File: config.mk
export PLATFORM = sky130hd
export DESIGN_NAME = cache_ram
export DESIGN_NICKNAME = d
export VERILOG_FILES = /design/src/rtl/cache_ram.sv
export SDC_FILE = /design/constraint.sdc
export NUM_CORES = 1
export LEC_CHECK = 0
export BUFFER_PORTS_ARGS = -buffer_cell sky130_fd_sc_hd__buf_4
export CAP_MARGIN = 20
export CORE_ASPECT_RATIO = 1.4
export CORE_UTILIZATION = 59
export DETAILED_ROUTE_END_ITERATION = 7
export GPL_TIMING_DRIVEN = 1
export PLACE_DENSITY = 0.76
export SLEW_MARGIN = 10
export SYNTH_ARGS = -nofsm -noshare
export SYNTH_HDL_FRONTEND = slang
export SYNTH_SLANG_ARGS = --single-unit
export TNS_END_PERCENT = 1
File: constraint.sdc
create_clock -name clk -period 9 [get_ports clk]
set_input_delay 1.8 -clock clk [delete_from_list [all_inputs] [get_ports clk]]
set_output_delay 1.8 -clock clk [all_outputs]
set_load 0.01 [all_outputs]
File: src/rtl/cache_ram.sv
`default_nettype none

module cache_ram #(
    parameter type entry_t = logic [31:0],
    parameter int  depth   = 16
) (
    input  wire logic                     clk,
    input  wire logic [$clog2(depth)-1:0] addr_i,
    input  wire logic                     we_i,
    input  wire entry_t                   wdata_i,
    output entry_t                        rdata_o
);

    entry_t mem [depth];

    // write first into the array, the read port still returns the old entry
    always_ff @(posedge clk) begin
        if (we_i) begin
            mem[addr_i] <= wdata_i;
        end
    end

    // registered read, one cycle after the address
    always_ff @(posedge clk) begin
        rdata_o <= mem[addr_i];
    end

endmodule

`default_nettype wire

==> impl_results.md <==
- Status: finished clean
- Initial Utilization: 59.8%
- Final Cell Area: 22700 sq um
- Commonest non-fill, non-tap cell in the layout: edfxtp_1
- Post-Syn Nets: 878
- Seq cells post-synth: 544
- Clock insertion delay at the later pin of the skew report: 0.58 ns
- Die H: 219 microns
- Post-synthesis mux area share: 14.5%
- TNS Setup: 0 ns
- RSZ-0062 raised after global routing: no
- Overflow after GRT: 0
- Slew margin rel.: 23.5%
- Die width: 157 microns
- CP Launch Type: primary input
- Routed Antenna Nets: 0
- WP data required: 9.46 ns
- Routed wire length: 39.7 mm
- Synth Area in Compound Gates: 2.42%
- I/O pins: 70
- Unique cell type count in the Yosys netlist: 17
- Synth Area in Adders: 0%
- Vias in the first global route: 9437
- Synth Area in XOR/XNOR: 0%
- Max clock buf depth: 3
- Critical path cell sequence: clkbuf_8 -> buf_4 -> buf_4 -> mux4_2 -> a22oi_1 -> nand2_1
- Share of cells above drive strength 1: 32.9%
- Simple-gate share of the synthesized area: 1.27%
- Commonest non-fill, non-tap cells in the layout: edfxtp_1, mux4_2, buf_4
- Seq/Total Area, Yosys: 80.6%
- Worst slew pin tran: 1.14 ns
- MaxCap Viol Count: 0
- # hold bufs at CTS: 0
- Pin count of the biggest net entering global routing: 63
- Vias per std cell: 6.31
- Layout area overhead: 14.5%
- Cts bufs inserted: 48
- Max Slew Vio Count: 0
- Tmin final: 4.38 ns
- Skew final: 0.0184 ns
- Routed length per instance: 27.8 microns
- Synth area leaders: edfxtp_1, mux4_2, dfxtp_1
- Post-route DRC: 0
- Cell leakage power: 7.32 nW
- # rows: 79
- Worst-path clk slew: 0.07 ns
- Top-area cell type share of the netlist area: 77.4%
- Period utilization: 48.7%
- Global-route wire length before repair: 58.8 mm
- Critical path class: primary input to register
- Iteration-0 DRC Markers: 987
- Most area-hungry cell type in the Yosys netlist: edfxtp_1
- Core box area: 33200 sq um
- Setup bufs post-CTS: 0
- Worst reg2reg setup slack: 7.60 ns
- N_diodes: 0
- Final #Nets: 978
- Post-Synthesis Cells: 840
- Clock tree from TritonCTS: built
- Detailed placer's ending HPWL: 20.7 mm
- Max Freq: 0.228 GHz
- CP Data Arrival Time: 4.84 ns
- Power Density: 230 nW/um^2
- IO Port Bufs: 69
- Total Routing Usage GR: 24.4%
- Initial antenna violation count: 0
- Routed via count: 8995
- Mean Syn Cell Area: 23.6 sq um
- CP peak stage delay: 0.75 ns
- H-tree depth: 2
- Final hold violations: 0
- Mapped cell area: 19900 sq um
- CP endpoint kind: register
- Router iterations before antenna repair: 5
- Hold crit path type: register to register
- GP Congestion: 0.740
- Peak supply drop: 219 uV
- # clock sinks: 544
- Full die area: 34400 sq um
- Largest family of logic cells by synthesized area: multiplexers
- Cell Area, Placed: 21000 sq um
- Clock root buffer: clkbuf_16
- CP dominant cell by count: buf_4
- Post-CTS sizing: 0
- YS warnings: 0
- Final setup fails: 0
- Crit Path Max Fanout: 62
- Crit-path slowest cell: buf_4
synthesized netlist by cell type (all sizes together):
cell type  instances
and2               1
a22oi             64
or3b               1
nor3               4
nand3b             2
nand2b             2
mux4             128
nor2b              2
nand3              1
dfxtp             32
edfxtp           512
nor2              13
clkbuf            27
buf               18
nand2             33
power by group:
part           total [W]  internal, W  switching, W
Sequential       0.00285      0.00283     0.0000183
Combinational   0.000261     0.000114      0.000147
Clock            0.00212      0.00124      0.000883
Total            0.00523      0.00418       0.00105
registers in the layout, summed over array words and instances, names as in the netlist:
signal,cells
rdata_o,32
mem,512
final timing paths:
kind                               from                  end  depth (start not counted)
setup / recovery              addr_i[0]  rdata_o[25]$_DFF_P_                          6
hold / removal    mem[14][12]$_DFFE_PP_  rdata_o[12]$_DFF_P_                          3
setup reg to reg   mem[3][20]$_DFFE_PP_  rdata_o[20]$_DFF_P_                          3
hold reg to reg   mem[14][12]$_DFFE_PP_  rdata_o[12]$_DFF_P_                          3
critical path, delay by kind of cell:
family	cells	cell delay (ns)
buffers and inverters	3	2.01
AO/OA/AOI/OAI	1	0.24
AND/OR/NAND/NOR	1	0.11
multiplexers	1	0.60
kinds of logic (layout without fill, tap and decap cells):
family,Yosys count,in the layout
AO/OA/AOI/OAI,64,64
multiplexers,128,128
AND/OR/NAND/NOR,59,59
flip-flops,544,544
buffers and inverters,45,185
through the flow:
stage	util [%]	setup slack, ns	instances	hold slack, ns	total power, W
after detailed placement	63.4	3.93	1333	0.655	0.00316
after global routing	68.5	4.29	1425	0.693	0.00538
after floorplan	-	3.96	840	0.635	0.00304
final	68.5	4.62	1425	0.666	0.00523
after global placement	63.3	3.96	1332	0.645	0.00315
after CTS	68.3	4.51	1423	0.668	0.00525
per-layer routing:
metal | track usage, % | up-vias | share of wire [%]
met5 | 0 | - | 0
met4 | 10.3 | 0 | 3.7
met3 | 4.29 | 88 | 6.5
met2 | 41.4 | 384 | 53
met1 | 31.4 | 4757 | 37
li1 | - | 3766 | -
final cells by class:
type / count / area, sq um
clock buffer: 61 / 1310
clock inverter: 29 / 340
fill: 2014 / 10500
multi-input combinational: 251 / 3750
sequential: 544 / 16000
tap: 445 / 557
timing repair buffer: 95 / 772
Note: power is estimated with default switching activity, not from simulation.
