==> src/rtl/dcache_pkg.sv <==
`default_nettype none

package dcache_pkg;

    // cache geometry
    localparam int way_cnt       = 2;
    localparam int way_bits      = 1;
    localparam int set_cnt       = 16;
    localparam int line_words    = 4;
    localparam int offset_bits   = 4;
    localparam int index_bits    = 4;
    localparam int tag_bits      = 24;
    localparam int word_sel_bits = 2;
    localparam int data_depth    = set_cnt * line_words;

    // victim lfsr start value, any nonzero pattern
    localparam logic [7:0] lfsr_seed = 8'hb5;

    typedef logic [31:0] word_t;
    typedef logic [way_cnt-1:0] way_sel_t;

    typedef struct packed {
        logic                valid;
        logic                dirty;
        logic [tag_bits-1:0] tag;
    } tag_entry_t;

    // wishbone classic request, same layout on both sides
    typedef struct packed {
        logic        cyc;
        logic        stb;
        logic        we;
        logic [31:0] adr;
        word_t       dat;
        logic [3:0]  sel;
    } cpu_req_t;

    typedef cpu_req_t mem_req_t;

    function automatic logic [tag_bits-1:0] adr_tag(input logic [31:0] adr);
        return adr[offset_bits+index_bits +: tag_bits];
    endfunction

    function automatic logic [index_bits-1:0] adr_index(input logic [31:0] adr);
        return adr[offset_bits +: index_bits];
    endfunction

    function automatic logic [word_sel_bits-1:0] adr_word(input logic [31:0] adr);
        return adr[2 +: word_sel_bits];
    endfunction

    // byte address of one word inside a line
    function automatic logic [31:0] line_adr(
        input logic [tag_bits-1:0]      tag,
        input logic [index_bits-1:0]    index,
        input logic [word_sel_bits-1:0] word
    );
        return {tag, index, word, 2'b00};
    endfunction

endpackage

`default_nettype wire

==> src/rtl/dcache_lookup.sv <==
`default_nettype none

module dcache_lookup (
    input  wire logic                                          clk,
    input  wire logic                                          rst_n,
    input  wire dcache_pkg::tag_entry_t [dcache_pkg::way_cnt-1:0] tags_i,
    input  wire dcache_pkg::word_t [dcache_pkg::way_cnt-1:0]      words_i,
    input  wire logic [31:0]                                   adr_i,
    input  wire dcache_pkg::word_t                             wdat_i,
    input  wire logic [3:0]                                    sel_i,
    input  wire logic                                          lfsr_step_i,
    output logic                                               hit_o,
    output dcache_pkg::way_sel_t                               hit_way_o,
    output dcache_pkg::way_sel_t                               victim_way_o,
    output logic                                               victim_dirty_o,
    output logic [dcache_pkg::tag_bits-1:0]                    victim_tag_o,
    output dcache_pkg::word_t                                  rd_word_o,
    output dcache_pkg::word_t                                  merged_word_o
);

    logic [7:0]           lfsr_q;
    dcache_pkg::way_sel_t invalid_ways;
    dcache_pkg::way_sel_t word_way;

    // tag compare per way
    always_comb begin
        for (int w = 0; w < dcache_pkg::way_cnt; w++) begin
            hit_way_o[w]    = tags_i[w].valid &&
                              (tags_i[w].tag == dcache_pkg::adr_tag(adr_i));
            invalid_ways[w] = !tags_i[w].valid;
        end
    end

    assign hit_o = |hit_way_o;

    // random pick, but the lowest invalid way wins
    always_comb begin
        victim_way_o = '0;
        victim_way_o[lfsr_q[dcache_pkg::way_bits-1:0]] = 1'b1;
        for (int w = dcache_pkg::way_cnt - 1; w >= 0; w--) begin
            if (invalid_ways[w]) begin
                victim_way_o    = '0;
                victim_way_o[w] = 1'b1;
            end
        end
    end

    // on a miss the word mux follows the victim, which feeds write-back
    assign word_way = hit_o ? hit_way_o : victim_way_o;

    always_comb begin
        victim_dirty_o = 1'b0;
        victim_tag_o   = '0;
        rd_word_o      = '0;
        for (int w = 0; w < dcache_pkg::way_cnt; w++) begin
            if (victim_way_o[w]) begin
                victim_dirty_o = tags_i[w].valid && tags_i[w].dirty;
                victim_tag_o   = tags_i[w].tag;
            end
            if (word_way[w]) begin
                rd_word_o = words_i[w];
            end
        end
    end

    // store data is already lane aligned, sel picks the bytes
    always_comb begin
        for (int b = 0; b < 4; b++) begin
            merged_word_o[8*b +: 8] = sel_i[b] ? wdat_i[8*b +: 8] : rd_word_o[8*b +: 8];
        end
    end

    // x^8 + x^6 + x^5 + x^4 + 1
    always_ff @(posedge clk) begin
        if (!rst_n) begin
            lfsr_q <= dcache_pkg::lfsr_seed;
        end else if (lfsr_step_i) begin
            lfsr_q <= {lfsr_q[6:0], lfsr_q[7] ^ lfsr_q[5] ^ lfsr_q[4] ^ lfsr_q[3]};
        end
    end

endmodule

`default_nettype wire

==> config.mk <==
export PLATFORM = sky130hd
export DESIGN_NAME = dcache_lookup
export DESIGN_NICKNAME = d
export VERILOG_FILES = /design/src/rtl/dcache_pkg.sv /design/src/rtl/dcache_lookup.sv
export SDC_FILE = /design/constraint.sdc
export NUM_CORES = 1
export LEC_CHECK = 0
export BUFFER_PORTS_ARGS = -buffer_cell sky130_fd_sc_hd__buf_2
export CAP_MARGIN = 25
export CORE_AREA = 2 2 110 112
export CTS_BUF_LIST = sky130_fd_sc_hd__clkbuf_8
export CTS_CLUSTER_DIAMETER = 80
export DETAILED_ROUTE_END_ITERATION = 6
export DIE_AREA = 0 0 112 114
export PLACE_DENSITY_LB_ADDON = 0.1
export SYNTH_ARGS = -nofsm -noshare
export SYNTH_HDL_FRONTEND = slang
export SYNTH_SLANG_ARGS = --single-unit
==> constraint.sdc <==
create_clock -name clk -period 4.8 [get_ports clk]
set_clock_uncertainty 0.15 [all_clocks]
set_input_delay 0.48 -clock clk [delete_from_list [all_inputs] [get_ports clk]]
set_output_delay 0.48 -clock clk [all_outputs]
set_load 0.05 [all_outputs]
==> results of run 1 <==
==> where the power goes <==
part | total, uW | switching [uW] | leakage (uW) | internal [uW]
clock | 79.4 | 25.2 | 0.0000216 | 54.2
sequential | 77.7 | 4.76 | 0.0000666 | 72.9
combinational | 642 | 457 | 0.00206 | 186
==> metrics by stage <==
step	hold WS (ns)	cells	utilization
5_1_grt	0.3504	810	0.3362
2_1_floorplan	0.2899	406	-
6_report	0.3282	810	0.3362
3_5_place_dp	0.3211	807	0.3327
4_1_cts	0.3318	810	0.3362
3_3_place_gp	0.3073	806	0.3303
==> final timing paths <==
check                                              end                   start  slack (ns)
worst max-delay path                     rd_word_o[20]               tags_i[2]        1.21
worst min-delay path            lfsr_q[2]$_SDFFE_PN1P_  lfsr_q[1]$_SDFFE_PN0P_        0.33
worst max register to register  lfsr_q[0]$_SDFFE_PN1P_  lfsr_q[3]$_SDFFE_PN0P_        3.70
worst min register to register  lfsr_q[2]$_SDFFE_PN1P_  lfsr_q[1]$_SDFFE_PN0P_        0.33
==> cell usage in the layout (no fill, tap or decap) <==
cell	synthesis	layout
xnor2_1	25	25
or4_1	2	2
buf_4	1	5
nand2_1	82	82
buf_2	8	272
nor4_4	0	1
o21a_1	1	1
nand4_1	7	7
nor2b_1	35	35
o21ai_1	14	13
or2_1	1	1
nor2_1	3	3
buf_16	0	1
o21ai_0	53	53
nor3_1	2	2
clkbuf_8	0	3
a31oi_1	32	32
o21ai_2	1	2
nor4_2	2	1
inv_1	34	34
xor2_1	28	28
nand4bb_1	1	1
dfxtp_1	8	8
clkinv_1	1	1
nor4_1	7	7
a21oi_1	32	32
mux2i_1	8	8
nand2_2	1	1
nand4_4	1	1
nand3_1	1	1
==> cells by family (layout without fill, tap and decap cells) <==
logic type | after synthesis | after routing | synth area share
flops | 8 | 8 | 0.06673
compound gates | 133 | 133 | 0.2967
xor+xnor | 53 | 53 | 0.1934
mux | 8 | 8 | 0.03337
simple gates | 145 | 145 | 0.3024
buf+inv | 59 | 316 | 0.1074
==> routing by layer <==
layer / wire length, um / vias to the layer above / global-route usage
li1: - / 1895 / -
met1: 4792 / 1652 / 0.2102
met2: 6324 / 166 / 0.3366
met3: 873 / 7 / 0.02285
met4: 60 / 0 / 0.01870
met5: 0 / - / 0
==> final cells by class <==
cell class | count | share of cell area
clock buffer | 3 | 0.01049
inverter | 35 | 0.03337
multi-input combinational | 339 | 0.5065
sequential | 8 | 0.04067
tap | 147 | 0.04671
timing repair buffer | 278 | 0.3622
==> tightest hold or removal path, delay by kind of cell (launching register included) <==
kind	cells	cell delay (ns)
mux	1	0.07
flops	1	0.32
simple gates	1	0.06
==> impl_metrics.ini, run 1 <==
[critical_path]
cp_slowest_cell = or4_1
worst-path-buf-inv = 2
critical_path_class = input port to output pin
crit_family = simple AND/OR/NAND/NOR gates
worst-path-stages = 8
required_ns = 4.17
worst_path_largest_cell_delay_ns = 0.63
ff2ff_path_depth = 5
crit_chain = buf_2, xnor2_1, nand4_1, or4_1, o21ai_2, nand2_2, o21ai_0, buf_2
arrival_ns = 2.96
cpMostUsedCell = buf_2
start_kind = input port
critPathMaxFanout = 32
end_kind = output pin

[clock_network]
ctsLongestPathBuffers = 2
clkTransAtPathRegs_ns = 0.04
hold_buffers = 0
ctsResizeCount = 0
cts_max_level = 1
cts_sinks = 8
post-cts-setup-buffers = 0
cts_made_buffers = 3
worstSkewPairLatency_ns = 0.23
cts_root_buf = clkbuf_8
cts_tree = yes

[timing]
finalMaxSlewViolations = 0
rsz0062_at_grt = no
period_needed_ns = 3.588
hold_viol = 0
fin_crit_sh = 0.7476
setup-tns-final_ns = 0
relSlewSlack = 0.5502
layout_setup_ws_ns = 1.212
worst_pin_slew_ns = 0.6723
clock.fmax_mhz = 278.7
setup_viol = 0

[global_routing]
grt_pass1_vias = 3549
grt_overflow = 0
grt_first_pass_wirelength_um = 18180
grt_max_degree = 35
grt_antenna_before_repair = 0
grt_util_all_layers = 0.1734

[routing]
antenna_left = 0
totalWireLength_um = 12050
detail_route.wl_per_cell_um = 14.88
viasPerCell = 4.593
drt-initial-drc-count = 166
drcViolationCount = 0
drtPass1Iterations = 4
num_vias = 3720

[floorplanning]
io_pins = 281
core_area_mm2 = 0.01171
dieArea_mm2 = 0.01277
start_util = 0.2049
die_y_um = 114
rows = 40
die_w_um = 112

[synth]
synth_area_mm2 = 0.002400
yosysMostFrequentCell = nand2_1
synth.net_count = 593
synth_edf_count = 0
netlist_instances = 406
ys_seq_elements = 8
async_flop_share = 0
seq_area_frac_synth = 0.06674
synth_area_leaders = nand2_1 (13%), o21ai_0 (11%), xor2_1 (10%), nor2b_1 (9.1%), xnor2_1 (9.1%)
synth_top_area_cell = nand2_1
synth.top_cell.area_share = 0.1283
yosysWarnings = 0
ys_top_cells_by_count = nand2_1 (82), o21ai_0 (53), nor2b_1 (35)
ys.flop_type = dfxtp_1
synth.distinct_cells = 29
syn_area_per_cell_um2 = 5.911

[power_and_ir_drop]
irDropWorstVdd_v = 0.0001369
p_per_area_mw_per_mm2 = 203.0
total_power_uw = 799.4
p_leak_uw = 0.002151

[finish]
multi_input_area_mm2 = 0.001994
drive_above_1_share = 0.4329
regArea_um2 = 160.2
insertedDiodeCount = 0
fin_area_mm2 = 0.003938
area_growth_pct = 64.08
top_register = lfsr_q
top_regs = lfsr_q: 8 flops
n_fill_cell = 1322
num-nets-final = 852
largest_register_ff_count = 8

[placement]
dpl.hpwl_um = 9762
pre_cts_ws_ns = 1.144
gp_congestion = 0.7969
io_buffers = 272
dpl-instance-area_mm2 = 0.003896

[job]
drv_cap = 0

[hold_path]
hp-class = register to register
whs_path_depth = 2

[status]
status = finished clean
(Power assumes the default switching activity.)
==> run 2, diff against run 1 <==
- clock period: 4.8 -> 3.05 ns (I/O delays scaled with it)
==> impl_metrics.ini, run 2 (synthesis gave the netlist of run 1 again) <==
[clock_network]
cts_made_buffers = 3
cts_tree = yes
post-cts-setup-buffers = 0
cts_max_level = 1
ctsLongestPathBuffers = 2
cts_root_buf = clkbuf_8
cts_sinks = 8
worstSkewPairLatency_ns = 0.23
hold_buffers = 0
clkTransAtPathRegs_ns = 0.04

[floorplanning]
start_util = 0.2049
core_area_mm2 = 0.01171
io_pins = 281
dieArea_mm2 = 0.01277
rows = 40
die_w_um = 112
die_y_um = 114

[finish]
n_fill_cell = 1349
multi_input_area_mm2 = 0.002007
area_growth_pct = 69.60
regArea_um2 = 160.2
top_register = lfsr_q
top_regs = lfsr_q: 8 flops
layout_common_cells = buf_2 (268), nand2_1 (82), o21ai_0 (48), nor2b_1 (35), inv_1 (34)
largest_register_ff_count = 8
num-nets-final = 861
insertedDiodeCount = 0
drive_above_1_share = 0.4449
final_common_cell = buf_2
fin_cells = 819

[routing]
drt-initial-drc-count = 173
drtPass1Iterations = 4
drcViolationCount = 0
viasPerCell = 4.552
totalWireLength_um = 11760
num_vias = 3728
detail_route.wl_per_cell_um = 14.36
antenna_left = 0

[power_and_ir_drop]
irDropWorstVdd_v = 0.0001698
clkPwrFrac = 0.099
power_frac_seq = 0.096
p_switching_uw = 766.7
p_leak_uw = 0.002219
combPwrFrac = 0.805
switching_share = 0.6006
p_per_area_mw_per_mm2 = 313.6
p_int_uw = 509.9

[critical_path]
worstSetupStartpoint = adr_i[31]
worst_path_largest_cell_delay_ns = 0.56
ff2ff_path_depth = 5
critical_path_class = input port to output pin
cp_slowest_cell = or4_1
worst-path-stages = 9
critPathMaxFanout = 24
arrival_ns = 2.43
start_kind = input port
crit_family = simple AND/OR/NAND/NOR gates
r2r-start = lfsr_q[3]$_SDFFE_PN0P_
crit_chain = buf_2, xor2_1, or4_1, nor4_2, nand4_4, buf_12, a31oi_1, a21oi_1, clkbuf_4
end_kind = output pin
worst-path-buf-inv = 3
crit_end = merged_word_o[0]
r2r_slack_ns = 1.95
reg2reg_to = lfsr_q[0]$_SDFFE_PN1P_
required_ns = 2.59

[placement]
gp_congestion = 0.8092
pre_cts_ws_ns = 0.04278
dpl.hpwl_um = 9939
io_buffers = 272
placedCellCount = 816

[timing]
layout_setup_ws_ns = 0.1637
finalMaxSlewViolations = 0
period_needed_ns = 2.886
rsz0062_at_grt = no
hold_viol = 0
setup_viol = 0
relSlewSlack = 0.6374
whs_ns = 0.1658
worst_pin_slew_ns = 0.5390
clock.fmax_mhz = 346.5
fin_crit_sh = 0.9463

[global_routing]
grt_first_pass_wirelength_um = 17840
grt_util_all_layers = 0.1697
grt_overflow = 0
grt_pass1_vias = 3528
grt_max_degree = 29
grt_antenna_before_repair = 0

[status]
status = finished clean

[hold_path]
hp-class = input port to register
min_from = rst_n

[job]
drv_cap = 0
-- run 2: stage by stage --
step / total power, uW / setup TNS, ns / util / cell area (um^2)
after global routing: 1362 / 0 / 0.3475 / 4070
after CTS: 1286 / 0 / 0.3456 / 4048
after global placement: 1151 / 0 / 0.3421 / 4006
final: 1277 / 0 / 0.3475 / 4070
after floorplan: 811.5 / -2.431 / - / 2400
after detailed placement: 1154 / 0 / 0.3421 / 4006
-- run 2: power groups by stage --
stage          clock network [uW]  registers, uW  logic, uW
2_1_floorplan                   0            122        690
3_3_place_gp                    0            124       1030
3_5_place_dp                    0            124       1030
4_1_cts                       131            122       1030
5_1_grt                       137            123       1100
6_report                      127            122       1030
-- run 2: cell type report --
type / count / area share
repair buffers: 287 / 0.3800
well taps: 147 / 0.04519
inverters: 35 / 0.03228
clock buffers: 3 / 0.01014
flip-flops and latches: 8 / 0.03935
multi-input cells: 339 / 0.4931
-- run 2: worst min-delay path by stage --
stage | end | slack, ns | cells past startpoint
after global routing | lfsr_q[0]$_SDFFE_PN1P_ | 0.17 | 2
after detailed placement | lfsr_q[7]$_SDFFE_PN1P_ | 0.32 | 2
final | lfsr_q[5]$_SDFFE_PN1P_ | 0.17 | 2
after CTS | lfsr_q[0]$_SDFFE_PN1P_ | 0.16 | 2
after global placement | lfsr_q[7]$_SDFFE_PN1P_ | 0.31 | 2
after floorplan | lfsr_q[0]$_SDFFE_PN1P_ | 0.22 | 1
-- run 2: per-layer routing --
metal / share of wire / GRT usage / routed length (um)
met1: 0.40 / 0.2039 / 4762
met4: 0.0094 / 0.02683 / 111
met3: 0.070 / 0.02338 / 826
met2: 0.52 / 0.3265 / 6063
met5: 0 / 0 / 0
-- run 2: worst reg2reg max path: cells and delay by family, from the launching register on --
family           cells  cell delay (ns)
AO/OA/AOI/OAI        1             0.07
flip-flops           1             0.32
XOR/XNOR             2             0.31
AND/OR/NAND/NOR      2             0.12
-- run 2: timing repair --
action | in CTS | in global routing
gates resized for setup | 0 | 12
setup endpoints to repair | 0 | 55
endpoints found under the hold margin | 0 | 0
