### src/rtl/dcache_pkg.sv
`default_nettype none

package dcache_pkg;

    // cache geometry
    localparam int way_cnt       = 2;
    localparam int way_bits      = 1;
    localparam int set_cnt       = 16;
    localparam int line_words    = 4;
    localparam int offset_bits   = 4;
    localparam int index_bits    = 4;
    localparam int tag_bits      = 24;
    localparam int word_sel_bits = 2;
    localparam int data_depth    = set_cnt * line_words;

    // victim lfsr start value, any nonzero pattern
    localparam logic [7:0] lfsr_seed = 8'hb5;

    typedef logic [31:0] word_t;
    typedef logic [way_cnt-1:0] way_sel_t;

    typedef struct packed {
        logic                valid;
        logic                dirty;
        logic [tag_bits-1:0] tag;
    } tag_entry_t;

    // wishbone classic request, same layout on both sides
    typedef struct packed {
        logic        cyc;
        logic        stb;
        logic        we;
        logic [31:0] adr;
        word_t       dat;
        logic [3:0]  sel;
    } cpu_req_t;

    typedef cpu_req_t mem_req_t;

    function automatic logic [tag_bits-1:0] adr_tag(input logic [31:0] adr);
        return adr[offset_bits+index_bits +: tag_bits];
    endfunction

    function automatic logic [index_bits-1:0] adr_index(input logic [31:0] adr);
        return adr[offset_bits +: index_bits];
    endfunction

    function automatic logic [word_sel_bits-1:0] adr_word(input logic [31:0] adr);
        return adr[2 +: word_sel_bits];
    endfunction

    // byte address of one word inside a line
    function automatic logic [31:0] line_adr(
        input logic [tag_bits-1:0]      tag,
        input logic [index_bits-1:0]    index,
        input logic [word_sel_bits-1:0] word
    );
        return {tag, index, word, 2'b00};
    endfunction

endpackage

`default_nettype wire

### src/rtl/dcache_ctrl.sv
`default_nettype none

module dcache_ctrl (
    input  wire logic                                  clk,
    input  wire logic                                  rst_n,
    input  wire dcache_pkg::cpu_req_t                  cpu_req_i,
    output logic                                       cpu_ack_o,
    output dcache_pkg::word_t                          cpu_dat_o,
    output dcache_pkg::mem_req_t                       mem_req_o,
    input  wire logic                                  mem_ack_i,
    input  wire dcache_pkg::word_t                     mem_dat_i,
    output logic [dcache_pkg::index_bits-1:0]          tag_addr_o,
    output logic [dcache_pkg::index_bits+1:0]          data_addr_o,
    output dcache_pkg::way_sel_t                       tag_we_o,
    output dcache_pkg::way_sel_t                       data_we_o,
    output dcache_pkg::tag_entry_t                     tag_wdata_o,
    output dcache_pkg::word_t                          data_wdata_o,
    input  wire logic                                  hit_i,
    input  wire dcache_pkg::way_sel_t                  hit_way_i,
    input  wire dcache_pkg::way_sel_t                  victim_way_i,
    input  wire logic                                  victim_dirty_i,
    input  wire logic [dcache_pkg::tag_bits-1:0]       victim_tag_i,
    input  wire dcache_pkg::word_t                     rd_word_i,
    input  wire dcache_pkg::word_t                     merged_word_i,
    output logic                                       lfsr_step_o
);

    typedef enum logic [2:0] {
        st_sweep,
        st_idle,
        st_read,
        st_compare,
        st_write_back,
        st_refill,
        st_ack
    } state_t;

    state_t                                 state_q;
    state_t                                 state_d;
    logic [dcache_pkg::index_bits-1:0]      sweep_q;
    logic [dcache_pkg::word_sel_bits-1:0]   cnt_q;
    logic                                   wb_rd_q;
    dcache_pkg::way_sel_t                   victim_way_q;
    logic [dcache_pkg::tag_bits-1:0]        victim_tag_q;
    logic [dcache_pkg::index_bits-1:0]      req_index;
    logic                                   mem_stb;
    logic                                   mem_done;
    logic                                   last_word;

    assign req_index = dcache_pkg::adr_index(cpu_req_i.adr);
    // write-back waits one cycle for each victim word to come out of the RAM
    assign mem_stb   = (state_q == st_write_back && wb_rd_q) || state_q == st_refill;
    assign mem_done  = mem_stb && mem_ack_i;
    assign last_word = &cnt_q;

    always_comb begin
        state_d = state_q;
        case (state_q)
            st_sweep: begin
                if (&sweep_q) begin
                    state_d = st_idle;
                end
            end
            st_idle: begin
                if (cpu_req_i.cyc && cpu_req_i.stb) begin
                    state_d = st_compare;
                end
            end
            st_read: begin
                state_d = st_compare;
            end
            st_compare: begin
                if (hit_i) begin
                    state_d = st_ack;
                end else if (victim_dirty_i) begin
                    state_d = st_write_back;
                end else begin
                    state_d = st_refill;
                end
            end
            st_write_back: begin
                if (mem_done && last_word) begin
                    state_d = st_refill;
                end
            end
            st_refill: begin
                // line is in place, look it up again
                if (mem_done && last_word) begin
                    state_d = st_read;
                end
            end
            st_ack: begin
                state_d = st_idle;
            end
            default: begin
                state_d = st_sweep;
            end
        endcase
    end

    always_ff @(posedge clk) begin
        if (!rst_n) begin
            state_q <= st_sweep;
            sweep_q <= '0;
            cnt_q   <= '0;
            wb_rd_q <= 1'b0;
        end else begin
            state_q <= state_d;
            if (state_q == st_sweep) begin
                sweep_q <= sweep_q + 1'b1;
            end
            // wraps to zero after write-back, ready for the refill
            if (state_q == st_compare) begin
                cnt_q <= '0;
            end else if (mem_done) begin
                cnt_q <= cnt_q + 1'b1;
            end
            wb_rd_q <= (state_q == st_write_back) && !mem_done;
        end
    end

    // victim captured at the miss
    always_ff @(posedge clk) begin
        if (state_q == st_compare) begin
            victim_way_q <= victim_way_i;
            victim_tag_q <= victim_tag_i;
        end
    end

    // step on every refill start
    assign lfsr_step_o = (state_q == st_compare && !hit_i && !victim_dirty_i) ||
                         (state_q == st_write_back && mem_done && last_word);

    assign tag_addr_o  = (state_q == st_sweep) ? sweep_q : req_index;
    assign data_addr_o = {req_index,
                          (state_q == st_write_back || state_q == st_refill) ?
                          cnt_q : dcache_pkg::adr_word(cpu_req_i.adr)};

    always_comb begin
        tag_we_o     = '0;
        data_we_o    = '0;
        tag_wdata_o  = '0;
        data_wdata_o = merged_word_i;
        case (state_q)
            st_sweep: begin
                tag_we_o = '1;
            end
            st_refill: begin
                data_wdata_o      = mem_dat_i;
                tag_wdata_o.valid = 1'b1;
                tag_wdata_o.tag   = dcache_pkg::adr_tag(cpu_req_i.adr);
                if (mem_done) begin
                    data_we_o = victim_way_q;
                end
                // clean tag goes in with the last word
                if (mem_done && last_word) begin
                    tag_we_o = victim_way_q;
                end
            end
            st_ack: begin
                tag_wdata_o.valid = 1'b1;
                tag_wdata_o.dirty = 1'b1;
                tag_wdata_o.tag   = dcache_pkg::adr_tag(cpu_req_i.adr);
                if (cpu_req_i.we) begin
                    data_we_o = hit_way_i;
                    tag_we_o  = hit_way_i;
                end
            end
            default: begin
            end
        endcase
    end

    // whole-word single transfers only
    always_comb begin
        mem_req_o     = '0;
        mem_req_o.cyc = mem_stb;
        mem_req_o.stb = mem_stb;
        mem_req_o.we  = state_q == st_write_back && wb_rd_q;
        mem_req_o.sel = 4'hf;
        mem_req_o.dat = rd_word_i;
        if (state_q == st_write_back) begin
            mem_req_o.adr = dcache_pkg::line_adr(victim_tag_q, req_index, cnt_q);
        end else begin
            mem_req_o.adr = dcache_pkg::line_adr(dcache_pkg::adr_tag(cpu_req_i.adr),
                                                 req_index, cnt_q);
        end
    end

    assign cpu_ack_o = state_q == st_ack;
    assign cpu_dat_o = rd_word_i;

endmodule

`default_nettype wire

### config.mk
export PLATFORM = sky130hd
export DESIGN_NAME = dcache_ctrl
export DESIGN_NICKNAME = d
export VERILOG_FILES = /design/src/rtl/dcache_pkg.sv /design/src/rtl/dcache_ctrl.sv
export SDC_FILE = /design/constraint.sdc
export NUM_CORES = 1
export LEC_CHECK = 0
export ABC_AREA = 1
export BUFFER_PORTS_ARGS = -buffer_cell sky130_fd_sc_hd__buf_2
export CAP_MARGIN = 20
export CORE_AREA = 10 10 137 139
export CTS_BUF_LIST = sky130_fd_sc_hd__clkbuf_16
export DETAILED_ROUTE_END_ITERATION = 12
export DIE_AREA = 0 0 147 149
export PLACE_DENSITY_LB_ADDON = 0.25
export SYNTH_ARGS = -nofsm -noshare
export SYNTH_HDL_FRONTEND = slang
export SYNTH_SLANG_ARGS = --single-unit
### constraint.sdc
create_clock -name clk -period 2.2 [get_ports clk]
set_clock_uncertainty 0.15 [all_clocks]
set_input_delay 0.22 -clock clk [delete_from_list [all_inputs] [get_ports clk]]
set_output_delay 0.22 -clock clk [all_outputs]
set_load 0.03 [all_outputs]
==> metrics, run 1 <==
count of distinct cell types in the synthesized netlist=28; DRC viols=0; fin crit period=2050 ps; height of the die=149 um; first-pass GRT wire length=21.0 mm; Reg power frac=39.0%; post-route total power=1.89 mW; final period utilization=93.2%; most common cell type on the critical path=sky130_fd_sc_hd__inv_2; H-tree depth=2; full die area=21900 um2; clk slew on worst S/H paths=60 ps; Initial DRT Pass Iterations=4; Switching Share=29.5%; power density over cell area=445 nW/um2; final design utilization=26.3%; Cell Chain, Critical Path=inv_2, nor3_4, buf_4, inv_2, nand2_2, inv_4, nor2_1, buf_2; Die X=147 um; total via count in the routed design=3212; area post-placement=around 3800 um2; result of the run=finished clean; pin count of the biggest net entering global routing=45; fraction of the yosys area taken by sequential cells=33.5%; grt met2 use=22.9%; leakage power=2.37 nW; growth of design area from synthesis to finish=45.3%; # setup viols final=0; clock net sink count=36; proportion of layout cells with a drive suffix above 1=about 44%; initial cell density of the core=18.1%; fraction of post-synthesis cell area in the top cell type by area=26.7%; synthesized flop and latch total=36; Switch Pwr=0.557 mW; clock buffers created by TritonCTS=5; Non-Filler Instances=about 840; Comb power frac=25.0%; HPWL after detailed placement=around 13 mm; worst path required time=around 1800 ps; number of antenna violations at the first check in global routing=2; Avg Vias per Cell=about 3.8; design area=4250 um2; biggest area contributors in the synthesized netlist=sky130_fd_sc_hd__edfxtp_1 27%, sky130_fd_sc_hd__buf_4 21%, sky130_fd_sc_hd__nand2_1 16%; number of instances in the synthesized netlist=426; met1 Resource Use GR=between 10% and 20%; port bufs=236; WP data arrival=between 1500 and 2000 ps; worst path setup slack after routing=150 ps; number of failing hold endpoints at the final stage=0; ports placed on the boundary=roughly 380; standard cell with the maximum stage delay on the critical path=sky130_fd_sc_hd__dfxtp_1; Pins Over Slew Limit=0; total of warnings raised by yosys=0; # nets final=817; maximum single-stage delay on the critical path=between 400 and 500 ps; Root Buffer Master=sky130_fd_sc_hd__clkbuf_16; peak supply drop=0.214 mV; worst min-delay path category=primary input to flop; internal power=~1.3 mW; total number of placement rows=47; Placed Instances=between 700 and 800; achievable clock frequency=488 MHz; Avg Inst Size Synth=6.87 um2; via count of the first global-routing pass=between 3000 and 4000; CTS tree=built; overall routing resource usage=between 10% and 20%; post-route ant nets=0; CP Launch Type=flop; max-capacitance violation count=0; worst setup path category=flop to primary output; global-route layer with the greatest usage=met2; CP bufs+invs=5; met3 track demand over resource in global routing=7.49%; worst setup slack before clock tree synthesis=191 ps; final weighted congestion in routability-driven placement=0.792; buffer depth of the longest clock path=2; RSZ-0062 raised after global routing=no; average routed wire per standard cell=17.4 um; Crit Path Max Fanout=24; placeable core region=around 16000 um2; DRT Wirelength=14.6 mm; commonest cells after routing, fill and taps aside=235 x sky130_fd_sc_hd__buf_2, 120 x sky130_fd_sc_hd__nand2_1, 60 x sky130_fd_sc_hd__nor2_1; 1st-iter DRT viols=103; category of the worst setup path capture point=primary output; Worst Hold Margin=59.7 ps; post-synth design cell area=2930 um2; remaining global-route overflow=0; largest delay contributor family on the critical path=buffers and inverters; most common library cell in the layout ignoring fill and taps=sky130_fd_sc_hd__buf_2; Post-Route Setup TNS=0 ps; clock latency on the worst-skew pair=~280 ps; post-synth top area cell=sky130_fd_sc_hd__edfxtp_1; portion of total power attributed to the clock network=36.1%
[worst register-to-register path: stages, from the launching register on]
cell and delay [ps]:
sky130_fd_sc_hd__dfxtp_1 430, sky130_fd_sc_hd__inv_2 110, sky130_fd_sc_hd__nand2_1 360, sky130_fd_sc_hd__inv_2 110, sky130_fd_sc_hd__nand2_1 90, sky130_fd_sc_hd__nand2_1 80
sky130_fd_sc_hd__o21ai_0 190, sky130_fd_sc_hd__nand2_1 70, sky130_fd_sc_hd__inv_1 50
[power groups by stage]
| stage | clock network [mW] | logic, mW | registers [mW] |
|---|---|---|---|
| 2_1_floorplan | 0 | 0.469 | 0.749 |
| 3_3_place_gp | 0 | 0.436 | 0.751 |
| 3_5_place_dp | 0 | 0.439 | 0.751 |
| 4_1_cts | 0.713 | 0.477 | 0.737 |
| 5_1_grt | 0.733 | 0.514 | 0.737 |
| 6_report | 0.682 | 0.472 | 0.736 |
[cell usage after synthesis]
| cell | count |
|---|---|
| sky130_fd_sc_hd__nand3_1 | 13 |
| sky130_fd_sc_hd__nand2_1 | 121 |
| sky130_fd_sc_hd__buf_1 | 3 |
| sky130_fd_sc_hd__nor2_1 | 60 |
| sky130_fd_sc_hd__conb_1 | 2 |
| sky130_fd_sc_hd__or2_2 | 1 |
| sky130_fd_sc_hd__o211ai_1 | 2 |
| sky130_fd_sc_hd__inv_2 | 7 |
| sky130_fd_sc_hd__buf_2 | 9 |
| sky130_fd_sc_hd__buf_6 | 2 |
| sky130_fd_sc_hd__clkbuf_1 | 1 |
| sky130_fd_sc_hd__nor2_4 | 1 |
| sky130_fd_sc_hd__inv_1 | 38 |
| sky130_fd_sc_hd__o21ai_0 | 6 |
| sky130_fd_sc_hd__o32ai_1 | 1 |
| sky130_fd_sc_hd__nand3_4 | 1 |
| sky130_fd_sc_hd__nor3_4 | 1 |
| sky130_fd_sc_hd__a21oi_1 | 30 |
| sky130_fd_sc_hd__nand2_2 | 2 |
| sky130_fd_sc_hd__nor3_1 | 2 |
| sky130_fd_sc_hd__a31oi_1 | 1 |
| sky130_fd_sc_hd__nor2_2 | 1 |
| sky130_fd_sc_hd__dfxtp_1 | 10 |
| sky130_fd_sc_hd__edfxtp_1 | 26 |
| sky130_fd_sc_hd__buf_4 | 81 |
| sky130_fd_sc_hd__ha_1 | 2 |
| sky130_fd_sc_hd__nor3_2 | 1 |
| sky130_fd_sc_hd__a211oi_1 | 1 |
[flip-flops by register name, summed over array words and instances, names as in the netlist]
register	count
cnt_q	2
state_q	3
sweep_q	4
victim_tag_q	24
victim_way_q	2
wb_rd_q	1
[cell families after synthesis]
logic type / Yosys count / share of synthesized area [%]
simple gates: 204 / 28.5
buf+inv: 141 / 29.4
compound gates: 41 / 7.44
flops: 36 / 33.5
fa+ha+maj: 2 / 0.855
other cells: 2 / 0.257
[layout make-up]
| type | count | area (um2) |
|---|---|---|
| Inverter | 45 | 171 |
| Multi-Input combinational cell | 253 | 1100 |
| Clock inverter | 3 | 16.3 |
| Clock buffer | 5 | 125 |
| Sequential cell | 36 | 986 |
| Antenna cell | 1 | 2.50 |
| Fill cell | 1810 | 11900 |
| Timing Repair Buffer | 274 | 1570 |
| Tap cell | 220 | 275 |
[worst paths after layout]
kind / startpoint / to / slack (ps) / depth (start not counted)
worst max-delay path: state_q[2] / tag_wdata_o[19] / 150 / 8
worst min-delay path: rst_n / state_q[0] / 60 / 3
worst max register to register: state_q[2] / state_q[2] / 510 / 8
worst min register to register: cnt_q[1] / cnt_q[1] / 350 / 2
[per-layer routing]
metal	wire, um	part of all wire [%]
met5	0	0
met3	2020	14
met1	4770	33
met4	301	2.1
met2	7510	51
[repair_timing]
| item | in CTS | in global routing |
|---|---|---|
| gates resized for setup | 2 | 5 |
| hold buffers | 26 | 0 |
| setup endpoints to repair | 63 | 26 |
| cloned | 0 | 0 |
| pin swaps | 1 | 0 |
| endpoints found under the hold margin | 26 | 0 |
| setup buffers | 6 | 0 |
Power figures use the tool's default switching activity.
==> inputs of run 2 (changes only) <==
--- a/config.mk
+++ b/config.mk
@@ -12,7 +12,6 @@
 export CTS_BUF_LIST = sky130_fd_sc_hd__clkbuf_16
 export DETAILED_ROUTE_END_ITERATION = 12
 export DIE_AREA = 0 0 147 149
-export PLACE_DENSITY_LB_ADDON = 0.25
 export SYNTH_ARGS = -nofsm -noshare
 export SYNTH_HDL_FRONTEND = slang
 export SYNTH_SLANG_ARGS = --single-unit
==> metrics, run 2 (synthesized netlist as in run 1, its figures left out) <==
WP data arrival=1700 ps; clock latency on the worst-skew pair=280 ps; leakage power=~2.3 nW; ports placed on the boundary=~380; Die X=147 um; Avg Vias per Cell=approximately 3.9; DRT Wirelength=between 10 and 15 mm; worst setup path category=flop to primary output; CTS tree=built; power density over cell area=450 nW/um2; registers with the highest flip-flop counts=victim_tag_q x24, sweep_q x4, state_q x3; number of antenna violations at the first check in global routing=4; most common library cell in the layout ignoring fill and taps=sky130_fd_sc_hd__buf_2; average routed wire per standard cell=16.8 um; achievable clock frequency=~480 MHz; largest register by flop count=victim_tag_q; Non-Filler Instances=slightly above 800; Crit Path Max Fanout=14; postcts setup bufs=0; H-tree depth=2; CP bufs+invs=2; final weighted congestion in routability-driven placement=0.834; clock net sink count=36; overall routing resource usage=around an eighth; standard cell with the maximum stage delay on the critical path=sky130_fd_sc_hd__dfxtp_1; RSZ-0062 raised after global routing=no; category of the worst setup path capture point=primary output; peak supply drop=0.329 mV; number of failing hold endpoints at the final stage=0; worst path required time=1830 ps; Root Buffer Master=sky130_fd_sc_hd__clkbuf_16; commonest cells after routing, fill and taps aside=236 x sky130_fd_sc_hd__buf_2, 121 x sky130_fd_sc_hd__nand2_1, 60 x sky130_fd_sc_hd__nor2_1; full die area=21900 um2; fill cell count=1787; port bufs=236; remaining global-route overflow=0; Largest register FFs=24; placeable core region=16200 um2; HPWL after detailed placement=12.0 mm; worst setup slack before clock tree synthesis=127 ps; maximum single-stage delay on the critical path=380 ps; fin crit period=2070 ps; growth of design area from synthesis to finish=42.9%; Post-Route Setup TNS=0 ps; post-route total power=1.88 mW; largest delay contributor family on the critical path=simple AND/OR/NAND/NOR gates; via count of the first global-routing pass=3225; initial cell density of the core=18.1%; worst min-delay path category=primary input to flop; post-route ant nets=0; worst path setup slack after routing=roughly 130 ps; total number of placement rows=47; max-capacitance violation count=0; Initial DRT Pass Iterations=4; Pins Over Slew Limit=0; height of the die=149 um; # nets final=around 800; Cell Chain, Critical Path=inv_2, nand3_4, nand2_2, nand3_1, o32ai_1, buf_2; result of the run=finished clean; Placed Instances=approximately 800; 1st-iter DRT viols=183; CP Launch Type=flop; total via count in the routed design=3239; proportion of layout cells with a drive suffix above 1=between 40 and 50%; clock buffers created by TritonCTS=5; first-pass GRT wire length=19.6 mm; buffer depth of the longest clock path=2; final period utilization=94.3%; pin count of the biggest net entering global routing=52; # setup viols final=0; clk slew on worst S/H paths=around 50 ps; DRC viols=0
[run 2: cell count changes in the layout (fill, tap and decap cells not counted), sizes merged]
| cell | change |
|---|---|
| buf | -6 |
| clkbuf | -1 |
| clkinvlp | +1 |
| diode | +1 |
| inv | -1 |
[run 2: report_power, final]
group	total (mW)	switching, mW	internal [mW]
logic	0.466	0.278	0.188
registers	0.737	0.00581	0.731
clock network	0.679	0.268	0.411
[run 2: timing repair]
action                                 CTS  global route
endpoints found under the hold margin   26             0
setup endpoints to repair               39            36
gates cloned                             0             0
hold buffers                            26             0
pin swaps                                0             0
gates resized for setup                  2             5
[run 2: area by class of cell]
cell class | count | area, um2 | share of cell area (%)
Timing Repair Buffer | 267 | 1510 | 36.1
Multi-Input combinational cell | 253 | 1100 | 26.3
Inverter | 45 | 171 | 4.10
Tap cell | 220 | 275 | 6.58
Clock inverter | 3 | 15.0 | 0.359
Sequential cell | 36 | 982 | 23.5
Antenna cell | 2 | 5.00 | 0.120
Clock buffer | 5 | 125 | 2.99
[run 2: worst reg2reg max path: stages (launching register included)]
cell and delay (ps):
sky130_fd_sc_hd__dfxtp_1 450, sky130_fd_sc_hd__inv_2 120, sky130_fd_sc_hd__nand2_1 350, sky130_fd_sc_hd__inv_2 120
sky130_fd_sc_hd__nand2_1 80, sky130_fd_sc_hd__nand2_1 70, sky130_fd_sc_hd__inv_2 70, sky130_fd_sc_hd__nand3_1 70
sky130_fd_sc_hd__nand2_1 60, sky130_fd_sc_hd__nor2_1 30
[run 2: metal layers]
layer | wire (um) | global-route usage (%) | vias to the layer above
li1 | - | - | 1602
met1 | 4230 | 9.73 | 1362
met2 | 6950 | 20.9 | 256
met3 | 2570 | 9.25 | 17
met4 | 221 | 3.07 | 2
met5 | 13 | 0 | -
[run 2: worst paths after layout]
kind / slack, ps / depth (start not counted) / end / start
max: 130 / 6 / lfsr_step_o / state_q[1]
min: 70 / 3 / state_q[0] / rst_n
max reg2reg: 530 / 9 / state_q[0] / state_q[2]
min reg2reg: 360 / 2 / sweep_q[0] / sweep_q[0]
[run 2: metrics by stage]
stage	utilization (%)	area, um2	hold slack (ps)
after floorplan	-	2940	168
after global placement	23.2	3760	247
after detailed placement	23.2	3760	248
after CTS	25.7	4160	55.7
after global routing	25.8	4180	75.3
final	25.9	4180	68.8
==> inputs of run 3 (changes only) <==
--- a/config.mk
+++ b/config.mk
@@ -5,13 +5,12 @@
 export SDC_FILE = /design/constraint.sdc
 export NUM_CORES = 1
 export LEC_CHECK = 0
-export ABC_AREA = 1
 export BUFFER_PORTS_ARGS = -buffer_cell sky130_fd_sc_hd__buf_2
 export CAP_MARGIN = 20
-export CORE_AREA = 10 10 137 139
+export CORE_AREA = 10 10 138 140
 export CTS_BUF_LIST = sky130_fd_sc_hd__clkbuf_16
 export DETAILED_ROUTE_END_ITERATION = 12
-export DIE_AREA = 0 0 147 149
+export DIE_AREA = 0 0 148 150
 export SYNTH_ARGS = -nofsm -noshare
 export SYNTH_HDL_FRONTEND = slang
 export SYNTH_SLANG_ARGS = --single-unit
==> metrics, run 3 <==
final weighted congestion in routability-driven placement=~0.8; dominant synthesized flop cell=sky130_fd_sc_hd__edfxtp_1; result of the run=finished clean; proportion of layout cells with a drive suffix above 1=between 60 and 70%; design area=approximately 4300 um2; total of warnings raised by yosys=0; initial cell density of the core=a little under a fifth; Synth top cells by count=83 x sky130_fd_sc_hd__buf_4, 56 x sky130_fd_sc_hd__mux2_2, 29 x sky130_fd_sc_hd__nand2_1, 26 x sky130_fd_sc_hd__and2_1, 26 x sky130_fd_sc_hd__edfxtp_1; Worst Hold Margin=73.9 ps; Post-synth EDFFs=26; CTS tree=built; number of failing hold endpoints at the final stage=0; Tightest Pin Transition=551 ps; clock buffers created by TritonCTS=5; fill cell count=1759; remaining global-route overflow=0; DRT Wirelength=13.8 mm; fraction of the yosys area taken by sequential cells=about 33%; ports placed on the boundary=approximately 380; final period utilization=93.8%; Largest register FFs=24; share of synthesized flip-flops with an asynchronous set or reset=0%; leakage power=2.07 nW; HPWL after detailed placement=between 10 and 15 mm; postcts setup bufs=0; DRC viols=0; Slew Limit Headroom=63.1%; synthesized flop and latch total=36; commonest cells after routing, fill and taps aside=236 x sky130_fd_sc_hd__buf_2, 56 x sky130_fd_sc_hd__mux2_2, 29 x sky130_fd_sc_hd__nand2_1; worst path required time=1830 ps; placeable core region=16300 um2; peak supply drop=0.368 mV; full die area=22200 um2; largest register by flop count=victim_tag_q; achievable clock frequency=485 MHz; post-synth top area cell=sky130_fd_sc_hd__edfxtp_1; WP data arrival=1690 ps; Die X=148 um; buffer depth of the longest clock path=2; # nets final=696; port bufs=236; post-route ant nets=0; Initial DRT Pass Iterations=4; biggest area contributors in the synthesized netlist=sky130_fd_sc_hd__edfxtp_1 26%, sky130_fd_sc_hd__mux2_2 21%, sky130_fd_sc_hd__buf_4 21%; Post-Route Setup TNS=0 ps; Ant. Diodes=0; Root Buffer Master=sky130_fd_sc_hd__clkbuf_16; H-tree depth=2; clk slew on worst S/H paths=60 ps; Avg Vias per Cell=3.94; post-synth design cell area=2970 um2; # setup viols final=0; worst setup path category=flop to primary output; fraction of post-synthesis cell area in the top cell type by area=26.3%; total number of placement rows=47; clock latency on the worst-skew pair=280 ps; Crit Path Max Fanout=21; category of the worst setup path capture point=primary output; area post-placement=3870 um2; first-pass GRT wire length=19.5 mm; number of antenna violations at the first check in global routing=1; leading cell type by number of instances after synthesis=sky130_fd_sc_hd__buf_4; clock net sink count=36; Avg Inst Size Synth=9.72 um2; overall routing resource usage=11.4%; worst min-delay path category=primary input to flop; pin count of the biggest net entering global routing=34; RSZ-0062 raised after global routing=no; total via count in the routed design=roughly 2800; via count of the first global-routing pass=3066; Pins Over Slew Limit=0; 1st-iter DRT viols=76; most common library cell in the layout ignoring fill and taps=sky130_fd_sc_hd__buf_2; max-capacitance violation count=0; average routed wire per standard cell=19.3 um; power density over cell area=550 nW/um2; fin crit period=2060 ps; number of instances in the synthesized netlist=306; registers with the highest flip-flop counts=victim_tag_q x24, sweep_q x4, state_q x3; growth of design area from synthesis to finish=44.1%; CP Launch Type=flop; count of distinct cell types in the synthesized netlist=37; height of the die=~150 um
-- run 3: changes by cell type in the layout (fill, tap and decap cells not counted), sizes merged, moves of 24 or more --
cell,before,now
mux2,0,56
a21oi,30,6
and2,0,26
inv,46,9
nor2,62,4
nand2,123,29
-- run 3: timing repair --
item                                    4_1_cts  5_1_grt
gates resized for setup                       0        5
endpoints found under the hold margin        26        0
endpoints found under the setup margin        0       76
hold buffers                                 26        0
-- run 3: where the power goes --
part           total (mW)  internal (mW)  switching, mW
clock               0.683          0.411          0.272
sequential          0.813          0.759         0.0542
combinational       0.860          0.337          0.523
-- run 3: per-layer routing --
| layer | GRT usage, % | vias up | share of wire [%] |
|---|---|---|---|
| met5 | 0 | - | 0.051 |
| met4 | 3.12 | 2 | 1.3 |
| met3 | 7.25 | 13 | 15 |
| met2 | 20.1 | 228 | 50 |
| met1 | 10.8 | 1234 | 34 |
| li1 | - | 1343 | - |
-- run 3: kinds of logic after synthesis --
logic type,synth area share (%)
AOI/OAI and AO/OA,6.02
adders and majority gates,0.842
other,0.253
DFF,33.0
xor gates and xnor gates,0.295
and+or+nand+nor,14.6
muxes,21.2
buffers and inverters,23.7
-- run 3: final timing paths --
path | from | endpoint | slack [ps] | cells after the start
setup / recovery | state_q[0] | mem_req_o[51] | 140 | 4
hold reg to reg | sweep_q[1] | sweep_q[1] | 360 | 2
hold / removal | rst_n | wb_rd_q | 70 | 2
setup reg to reg | state_q[0] | victim_tag_q[1] | 470 | 4
-- run 3: stage by stage --
step | total power [mW] | util (%) | instances | setup slack [ps]
floorplan | 1.58 | - | 310 | 231
global placement | 1.65 | 23.7 | 681 | 312
detailed placement | 1.65 | 23.7 | 681 | 320
CTS | 2.40 | 26.1 | 715 | 1.38
global route | 2.49 | 26.2 | 715 | 15.1
finish | 2.36 | 26.2 | 715 | 136
-- run 3: layout make-up --
| cell class | instances | area, um2 | share of cell area, % |
|---|---|---|---|
| Timing Repair Buffer | 271 | 1540 | 35.9 |
| Clock inverter | 3 | 15.0 | 0.350 |
| Tap cell | 220 | 275 | 6.43 |
| Sequential cell | 36 | 985 | 23.0 |
| Multi-Input combinational cell | 172 | 1320 | 30.7 |
| Inverter | 8 | 30.0 | 0.701 |
| Clock buffer | 5 | 125 | 2.92 |
-- run 3: critical path, stage by stage, from the launching register on --
cell and delay, ps:
sky130_fd_sc_hd__dfxtp_2 390, sky130_fd_sc_hd__nor3b_4 270, sky130_fd_sc_hd__buf_12 200, sky130_fd_sc_hd__mux2_2 360, sky130_fd_sc_hd__buf_2 180
